<file path="config.mk">
export PLATFORM = sky130hd
export DESIGN_NAME = cpu_top
export DESIGN_NICKNAME = d
export VERILOG_FILES = /design/src/verilog/cpu_pkg.sv /design/src/verilog/isa_pkg.sv /design/src/verilog/opcode_decoder.sv /design/src/verilog/addr_gen.sv /design/src/verilog/reg_file.sv /design/src/verilog/cpu_sequencer.sv /design/src/verilog/cpu_top.sv
export SDC_FILE = /design/constraint.sdc
export NUM_CORES = 1
export LEC_CHECK = 0
export ABC_CLOCK_PERIOD_IN_PS = 8600
export BUFFER_PORTS_ARGS = -buffer_cell sky130_fd_sc_hd__buf_4
export CAP_MARGIN = 20
export CORE_UTILIZATION = 35
export CTS_BUF_LIST = sky130_fd_sc_hd__clkbuf_16
export CTS_CLUSTER_SIZE = 24
export DETAILED_ROUTE_END_ITERATION = 7
export PLACE_DENSITY_LB_ADDON = 0.2
export RECOVER_POWER = 50
export SLEW_MARGIN = 0
export SYNTH_ARGS = -nofsm -noshare
export SYNTH_HDL_FRONTEND = slang
export SYNTH_SLANG_ARGS = --single-unit
export TNS_END_PERCENT = 20
</file>
<file path="constraint.sdc">
create_clock -name clk -period 8.6 [get_ports clk]
set_input_delay 2.15 -clock clk [delete_from_list [all_inputs] [get_ports clk]]
set_output_delay 2.15 -clock clk [all_outputs]
set_load 0.03 [all_outputs]
</file>
<file path="src/verilog/cpu_pkg.sv">
package cpu_pkg;

  localparam int DATA_W = 8;
  localparam int ADDR_W = 16;

  typedef logic [DATA_W-1:0] data_t;
  typedef logic [ADDR_W-1:0] addr_t;

  localparam addr_t RESET_PC = 16'h0200;

  // Zero-page indexed sums wrap inside this width
  localparam int ZP_MASK_W = 8;

  // One memory read is REQ, WAIT, RECV
  typedef enum logic [1:0] {
    FETCH_REQ,
    FETCH_WAIT,
    FETCH_RECV,
    EXECUTE
  } seq_state_t;

  // Which byte the current read returns
  typedef enum logic [2:0] {
    FETCH_OPCODE,
    FETCH_OPERAND_LO,
    FETCH_OPERAND_HI,
    FETCH_DATA
  } fetch_stage_t;

endpackage

</file>
<file path="src/verilog/isa_pkg.sv">
package isa_pkg;

  typedef enum logic [7:0] {
    OP_JMP_ABS  = 8'h4C,
    OP_LDA_IMM  = 8'hA9,
    OP_LDA_ZP   = 8'hA5,
    OP_LDA_ZPX  = 8'hB5,
    OP_LDA_ABS  = 8'hAD,
    OP_LDA_ABSX = 8'hBD,
    OP_LDA_ABSY = 8'hB9,
    OP_LDX_IMM  = 8'hA2,
    OP_LDX_ZP   = 8'hA6,
    OP_LDX_ZPY  = 8'hB6,
    OP_LDX_ABS  = 8'hAE,
    OP_LDX_ABSY = 8'hBE,
    OP_LDY_IMM  = 8'hA0,
    OP_LDY_ZP   = 8'hA4,
    OP_LDY_ZPX  = 8'hB4,
    OP_LDY_ABS  = 8'hAC,
    OP_LDY_ABSX = 8'hBC
  } opcode_t;

  typedef enum logic [2:0] {
    MODE_IMM,
    MODE_ZP,
    MODE_ZPX,
    MODE_ZPY,
    MODE_ABS,
    MODE_ABSX,
    MODE_ABSY,
    MODE_NONE  // No operand bytes, also unknown opcodes
  } addr_mode_t;

  typedef enum logic [1:0] {
    DEST_A,
    DEST_X,
    DEST_Y,
    DEST_PC
  } dest_reg_t;

endpackage

</file>
<file path="src/verilog/opcode_decoder.sv">
`timescale 1ns/10ps

module opcode_decoder (
  input  isa_pkg::opcode_t    opcode,
  output isa_pkg::addr_mode_t mode,
  output isa_pkg::dest_reg_t  dest,
  output logic [1:0]          length
);

  import isa_pkg::*;

  always_comb begin
    case (opcode)
      OP_LDA_IMM, OP_LDX_IMM, OP_LDY_IMM:               mode = MODE_IMM;
      OP_LDA_ZP, OP_LDX_ZP, OP_LDY_ZP:                  mode = MODE_ZP;
      OP_LDA_ZPX, OP_LDY_ZPX:                           mode = MODE_ZPX;
      OP_LDX_ZPY:                                       mode = MODE_ZPY;
      OP_JMP_ABS, OP_LDA_ABS, OP_LDX_ABS, OP_LDY_ABS:   mode = MODE_ABS;
      OP_LDA_ABSX, OP_LDY_ABSX:                         mode = MODE_ABSX;
      OP_LDA_ABSY, OP_LDX_ABSY:                         mode = MODE_ABSY;
      default:                                          mode = MODE_NONE;
    endcase
  end

  always_comb begin
    case (opcode)
      OP_LDX_IMM, OP_LDX_ZP, OP_LDX_ZPY, OP_LDX_ABS, OP_LDX_ABSY: dest = DEST_X;
      OP_LDY_IMM, OP_LDY_ZP, OP_LDY_ZPX, OP_LDY_ABS, OP_LDY_ABSX: dest = DEST_Y;
      OP_JMP_ABS:                                                  dest = DEST_PC;
      default:                                                     dest = DEST_A;
    endcase
  end

  // Instruction length follows from the operand size
  always_comb begin
    case (mode)
      MODE_NONE:                          length = 2'd1;
      MODE_ABS, MODE_ABSX, MODE_ABSY:     length = 2'd3;
      default:                            length = 2'd2;
    endcase
  end

endmodule

</file>
<file path="src/verilog/addr_gen.sv">
`timescale 1ns/10ps

module addr_gen (
  input  cpu_pkg::addr_t      operands,
  input  isa_pkg::addr_mode_t mode,
  input  cpu_pkg::data_t      x_reg,
  input  cpu_pkg::data_t      y_reg,
  output cpu_pkg::addr_t      data_addr
);

  import cpu_pkg::*;
  import isa_pkg::*;

  data_t                index;
  logic [ZP_MASK_W-1:0] zp_sum;
  addr_t                abs_sum;

  assign index   = (mode == MODE_ZPY || mode == MODE_ABSY) ? y_reg : x_reg;
  assign zp_sum  = operands[ZP_MASK_W-1:0] + index;  // Stays in page zero
  assign abs_sum = operands + addr_t'(index);

  always_comb begin
    case (mode)
      MODE_ZP:              data_addr = addr_t'(operands[ZP_MASK_W-1:0]);
      MODE_ZPX, MODE_ZPY:   data_addr = addr_t'(zp_sum);
      MODE_ABSX, MODE_ABSY: data_addr = abs_sum;
      default:              data_addr = operands;
    endcase
  end

endmodule

</file>
<file path="src/verilog/reg_file.sv">
`timescale 1ns/10ps

module reg_file (
  input  logic               clk,
  input  logic               rst_n,
  input  logic               load_en,
  input  isa_pkg::dest_reg_t dest,
  input  cpu_pkg::data_t     load_value,
  output cpu_pkg::data_t     a_out,
  output cpu_pkg::data_t     x_out,
  output cpu_pkg::data_t     y_out,
  output logic               flag_z,
  output logic               flag_n
);

  import cpu_pkg::*;
  import isa_pkg::*;

  always_ff @(posedge clk or negedge rst_n) begin
    if (!rst_n) begin
      a_out  <= '0;
      x_out  <= '0;
      y_out  <= '0;
      flag_z <= 1'b0;
      flag_n <= 1'b0;
    end else if (load_en && dest != DEST_PC) begin
      // Flags always follow the loaded register
      flag_z <= (load_value == '0);
      flag_n <= load_value[DATA_W-1];
      case (dest)
        DEST_X:  x_out <= load_value;
        DEST_Y:  y_out <= load_value;
        default: a_out <= load_value;
      endcase
    end
  end

endmodule

</file>
<file path="src/verilog/cpu_sequencer.sv">
`timescale 1ns/10ps

module cpu_sequencer (
  input  logic                clk,
  input  logic                rst_n,
  output cpu_pkg::addr_t      mem_addr,
  output logic                mem_rd,
  input  cpu_pkg::data_t      mem_rdata,
  output isa_pkg::opcode_t    opcode,
  output cpu_pkg::addr_t      operands,
  input  isa_pkg::addr_mode_t mode,
  input  isa_pkg::dest_reg_t  dest,
  input  logic [1:0]          length,
  input  cpu_pkg::addr_t      data_addr,
  output logic                load_en,
  output cpu_pkg::data_t      load_value,
  output logic                retire,
  output cpu_pkg::addr_t      pc_out
);

  import cpu_pkg::*;
  import isa_pkg::*;

  seq_state_t   state;
  fetch_stage_t fetch_stage;
  addr_t        pc;
  addr_t        fetch_offset;
  opcode_t      opcode_q;
  data_t        data_byte;
  logic         opcode_recv;
  logic         needs_data;
  logic         exec_done;

  assign opcode_recv = (state == FETCH_RECV) && (fetch_stage == FETCH_OPCODE);

  // Decode the new opcode in the cycle it arrives
  assign opcode = opcode_recv ? opcode_t'(mem_rdata) : opcode_q;

  // Loads that read a data byte before they complete
  assign needs_data = (dest != DEST_PC) && (mode != MODE_IMM) && (mode != MODE_NONE);
  assign exec_done  = (state == EXECUTE) && (!needs_data || fetch_stage == FETCH_DATA);

  always_comb begin
    case (fetch_stage)
      FETCH_OPERAND_LO: fetch_offset = 16'd1;
      FETCH_OPERAND_HI: fetch_offset = 16'd2;
      default:          fetch_offset = 16'd0;
    endcase
  end

  assign mem_rd   = rst_n && (state == FETCH_REQ);  // Quiet while in reset
  assign mem_addr = (fetch_stage == FETCH_DATA) ? data_addr : pc + fetch_offset;

  assign load_en    = exec_done && (dest != DEST_PC) && (mode != MODE_NONE);
  assign load_value = (mode == MODE_IMM) ? operands[DATA_W-1:0] : data_byte;
  assign pc_out     = pc;

  always_ff @(posedge clk or negedge rst_n) begin
    if (!rst_n) begin
      state       <= FETCH_REQ;
      fetch_stage <= FETCH_OPCODE;
      pc          <= RESET_PC;
      retire      <= 1'b0;
    end else begin
      retire <= exec_done;  // PC and registers are updated by then
      case (state)
        FETCH_REQ:  state <= FETCH_WAIT;
        FETCH_WAIT: state <= FETCH_RECV;
        FETCH_RECV: begin
          state <= FETCH_REQ;
          case (fetch_stage)
            FETCH_OPCODE: begin
              if (length == 2'd1) begin
                state <= EXECUTE;
              end else begin
                fetch_stage <= FETCH_OPERAND_LO;
              end
            end
            FETCH_OPERAND_LO: begin
              if (length == 2'd3) begin
                fetch_stage <= FETCH_OPERAND_HI;
              end else begin
                state <= EXECUTE;
              end
            end
            default: state <= EXECUTE;  // High byte or data byte
          endcase
        end
        EXECUTE: begin
          state <= FETCH_REQ;
          if (exec_done) begin
            fetch_stage <= FETCH_OPCODE;
            if (dest == DEST_PC) begin
              pc <= operands;
            end else begin
              pc <= pc + addr_t'(length);
            end
          end else begin
            fetch_stage <= FETCH_DATA;  // Issue the data read
          end
        end
        default: state <= FETCH_REQ;
      endcase
    end
  end

  // Opcode, operand and data bytes
  always_ff @(posedge clk) begin
    if (state == FETCH_RECV) begin
      case (fetch_stage)
        FETCH_OPCODE: begin
          opcode_q <= opcode_t'(mem_rdata);
          operands <= '0;
        end
        FETCH_OPERAND_LO: operands[7:0]  <= mem_rdata;
        FETCH_OPERAND_HI: operands[15:8] <= mem_rdata;
        default:          data_byte      <= mem_rdata;
      endcase
    end
  end

endmodule

</file>
<file path="src/verilog/cpu_top.sv">
`timescale 1ns/10ps

module cpu_top (
  input  logic           clk,
  input  logic           rst_n,
  output cpu_pkg::addr_t mem_addr,
  output logic           mem_rd,
  input  cpu_pkg::data_t mem_rdata,
  output logic           retire,
  output cpu_pkg::addr_t pc_out,
  output cpu_pkg::data_t a_out,
  output cpu_pkg::data_t x_out,
  output cpu_pkg::data_t y_out,
  output logic           flag_z,
  output logic           flag_n
);

  isa_pkg::opcode_t    opcode;
  isa_pkg::addr_mode_t mode;
  isa_pkg::dest_reg_t  dest;
  logic [1:0]          length;
  cpu_pkg::addr_t      operands;
  cpu_pkg::addr_t      data_addr;
  logic                load_en;
  cpu_pkg::data_t      load_value;

  cpu_sequencer seq_i (
    .clk        (clk),
    .rst_n      (rst_n),
    .mem_addr   (mem_addr),
    .mem_rd     (mem_rd),
    .mem_rdata  (mem_rdata),
    .opcode     (opcode),
    .operands   (operands),
    .mode       (mode),
    .dest       (dest),
    .length     (length),
    .data_addr  (data_addr),
    .load_en    (load_en),
    .load_value (load_value),
    .retire     (retire),
    .pc_out     (pc_out)
  );

  opcode_decoder dec_i (
    .opcode (opcode),
    .mode   (mode),
    .dest   (dest),
    .length (length)
  );

  // Index registers come straight from the register file
  addr_gen agen_i (
    .operands  (operands),
    .mode      (mode),
    .x_reg     (x_out),
    .y_reg     (y_out),
    .data_addr (data_addr)
  );

  reg_file regs_i (
    .clk        (clk),
    .rst_n      (rst_n),
    .load_en    (load_en),
    .dest       (dest),
    .load_value (load_value),
    .a_out      (a_out),
    .x_out      (x_out),
    .y_out      (y_out),
    .flag_z     (flag_z),
    .flag_n     (flag_n)
  );

endmodule

</file>
==> run_results.csv <==
group,metric,value,unit
run_status,status,"finished, violations left",
run_status,violations,"capacitance limit, slew limit",
logic_synthesis,yosys_warnings,0,
routing,avgRoutedWirePerCell,19.5,um
timing,timing.final.crit_period,8.16,ns
clock_tree,cts_max_level,3,
power_and_ir_drop,power_switching,0.000898,W
power_and_ir_drop,p_comb_share,47.9,%
clock_tree,cts_inserted_buffers,9,
logic_synthesis,synth_edf_count,32,
power_and_ir_drop,power_density,301,nW/um^2
place,place_area,6260,um^2
finish,diodes,0,
power_and_ir_drop,p_sw_share,45.5,%
floorplanning,io_pins,70,
floorplanning,die_w,128,um
place,portBuffers,69,
logic_synthesis,syn_avg_cell_area,9.56,um^2
power_and_ir_drop,p_int,0.00108,W
critical_path,worstSetupPathType,"in -> out",
power_and_ir_drop,p_leak,2.72,nW
timing,worstMarginPinSlew,2.62,ns
finish,fillers,1477,
logic_synthesis,synth.area.top_cells,"dfrtp_1 21%, edfxtp_1 17%, mux2_2 9.5%",
critical_path,cpLargestDelayFamily,"compound AO/OA/AOI/OAI gates",
floorplanning,core.rowCount,45,
power_and_ir_drop,peakVddDrop,131,uV
timing,skew,0.0101,ns
clock_tree,clk_latency,0.35,ns
timing,slew_viol_final,49,
power_and_ir_drop,total_power,0.00197,W
routing,drc,0,
global_routing,grt_max_degree,49,
global_routing,antenna_found_initial,0,
logic_synthesis,syn_inst,583,
clock_tree,ctsHoldBuffers,0,
timing,relSlewSlack,-74.6,%
critical_path,cpPeakStageDelay,0.40,ns
floorplanning,die-height,128,um
clock_tree,cts_buffer_depth,2,
floorplanning,core_area,15400,um^2
logic_synthesis,ys_ff_latch,79,
timing,fin_tns_setup,0,ns
logic_synthesis,synth_top_area_cell,"dfrtp_1",
logic_synthesis,yosys-top-cells-count,"47 x mux2_2, 46 x dfrtp_1, 40 x nand2_1",
global_routing,grt_pass1_vias,4584,
place,gp_congestion,0.872,
finish,synthToLayoutAreaGrowth,17.8,%
logic_synthesis,synthArstFlopShare,59.5,%
finish,nNetsFinal,667,
logic_synthesis,synth_most_common_cell,"mux2_2",
critical_path,timing.critical_path.to_type,"output port",
critical_path,crit_arrival,6.01,ns
clock_tree,clk_pin_slew_worst_paths,0.07,ns
routing,vias,4819,
routing,avgViaCountPerCell,5.65,
clock_tree,cts_tree,"done",
critical_path,startpoint_type,"primary input",
clock_tree,cts-root-buf,"clkbuf_16",
worst_hold_path,hold_class,"reg -> reg",
logic_synthesis,synth.distinct_cells,66,
routing,drt_first_pass_iters,5,
routing,wirelength,16.6,mm
power_and_ir_drop,clkPwrFrac,21.6,%
critical_path,worstPathMaxFanout,9,
logic_synthesis,synthesis.nets,613,
floorplanning,start_util,36.3,%
logic_synthesis,synth_top_cell_area_share,20.7,%
finish,design_area,6570,um^2
floorplanning,die-area,16400,um^2
global_routing,grt_pass1_wl,26.1,mm
timing,rsz0062_at_grt,"false",
critical_path,cp_cell_sequence,"clkbuf_1, mux2_2, nand2_1, a21oi_1, buf_4, mux2_2, ha_1, inv_1, fa_1, nor2b_1, a221o_1, a31oi_1, o21ai_1, a311o_1, o211ai_1, buf_4",
power_and_ir_drop,seqPwrFrac,30.5,%
job,drv_cap,1,
logic_synthesis,synth_ff_type,"dfrtp_1",
clock_tree,post_cts.repair.setup_buffers,0,
timing,clock.fmax,122,MHz
critical_path,critPathRequiredTime,6.45,ns
place,hpwl,12.4,mm
timing,hold_violations,0,
finish,drive_gt1_share,23.4,%
timing,finalSetupViolations,0,
routing,ant_nets,0,
timing,holdWs,0.511,ns
logic_synthesis,mappedNetlistArea,5570,um^2
global_routing,grt.total_usage,20.8,%
critical_path,critPathSlowestCell,"clkbuf_1",
global_routing,grt.overflow.total,0,
clock_tree,cts-resized-gates,0,
critical_path,cp_num_buf_inv,4,
clock_tree,cts_sinks,79,
logic_synthesis,seq_area_frac_synth,38.4,%
routing,dr.first_iter.drc_count,428,
timing,timing.final.crit_share,94.9,%
metal layers:
layer	global-route usage (%)	share of wire (%)	vias up	routed length (um)
li1	-	-	2259	-
met1	30.4	49	2337	8130
met2	31.2	44	195	7360
met3	3.38	5.3	28	883
met4	6.23	1.6	0	273
met5	0	0	-	0
cells by family (layout without fill, tap and decap cells):
group | after synthesis | in the layout | synth area share [%]
multiplexers | 63 | 63 | 12.4
adder cells (fa/ha/maj) | 20 | 20 | 4.89
AO/OA/AOI/OAI | 139 | 139 | 18.4
flip-flops | 79 | 79 | 38.4
XOR/XNOR | 20 | 20 | 3.14
AND/OR/NAND/NOR | 196 | 196 | 17.9
buffers and inverters | 66 | 125 | 4.85
stage by stage:
stage / cells / util (%) / worst slack (ns)
3_3_place_gp: 837 / 40.8 / 0.637
5_1_grt: 853 / 42.7 / 0.110
2_1_floorplan: 583 / - / 0.906
3_5_place_dp: 837 / 40.8 / 0.545
6_report: 853 / 42.7 / 0.435
4_1_cts: 853 / 42.9 / 0.552
layout by cell type, fill, tap and decap left out, drive strengths merged, types with 8 or more instances in the layout:
master | synthesis | layout
a21oi | 33 | 33
a2bb2oi | 11 | 11
and2 | 21 | 21
and3 | 8 | 8
buf | 10 | 68
clkbuf | 22 | 17
dfrtp | 46 | 46
edfxtp | 32 | 32
ha | 17 | 17
inv | 33 | 37
mux2 | 47 | 47
mux2i | 16 | 16
nand2 | 41 | 41
nand3 | 29 | 29
nand4 | 14 | 14
nor2 | 36 | 36
nor3 | 18 | 18
o21ai | 26 | 26
xnor2 | 16 | 16
final timing paths:
kind,startpoint,to,slack [ns],cells past startpoint
min,regs_i.a_out[2]$_DFFE_PN0P_,regs_i.a_out[2]$_DFFE_PN0P_,0.51,1
min in group asynchronous,rst_n,seq_i.pc_out[13]$_DFFE_PN0P_,2.60,1
max in group asynchronous,rst_n,regs_i.x_out[0]$_DFFE_PN0P_,4.50,1
max,mem_rdata[4],mem_addr[10],0.44,16
min reg2reg,regs_i.a_out[2]$_DFFE_PN0P_,regs_i.a_out[2]$_DFFE_PN0P_,0.51,1
max reg2reg,seq_i.fetch_stage[0]$_DFFE_PN0P_,seq_i.pc_out[0]$_DFFE_PN0P_,2.93,15
power by group through the flow:
stage	clock network [W]	registers (W)	logic (W)
floorplan	0	0.000615	0.000618
CTS	0.000432	0.000601	0.000948
finish	0.000426	0.000602	0.000946
global route	0.000443	0.000616	0.00102
global placement	0	0.000605	0.000939
detailed placement	0	0.000607	0.000942
flip-flops by register name, summed over array words and instances, names as in the netlist, 2 cells and up:
signal / cells
regs_i.x_out: 8
seq_i.state: 2
seq_i.fetch_stage: 2
seq_i.pc_out: 16
seq_i.opcode_q: 8
regs_i.a_out: 8
seq_i.data_byte: 8
regs_i.y_out: 8
seq_i.operands: 16
final cells by class:
class	instances	area, um^2	area share, %
inverter	34	129	1.96
timing repair buffer	75	537	8.17
tap	211	264	4.02
sequential	79	2140	32.6
clock buffer	10	250	3.81
clock inverter	6	78.8	1.20
multi-input combinational	438	3170	48.3
(Power assumes the default switching activity.)
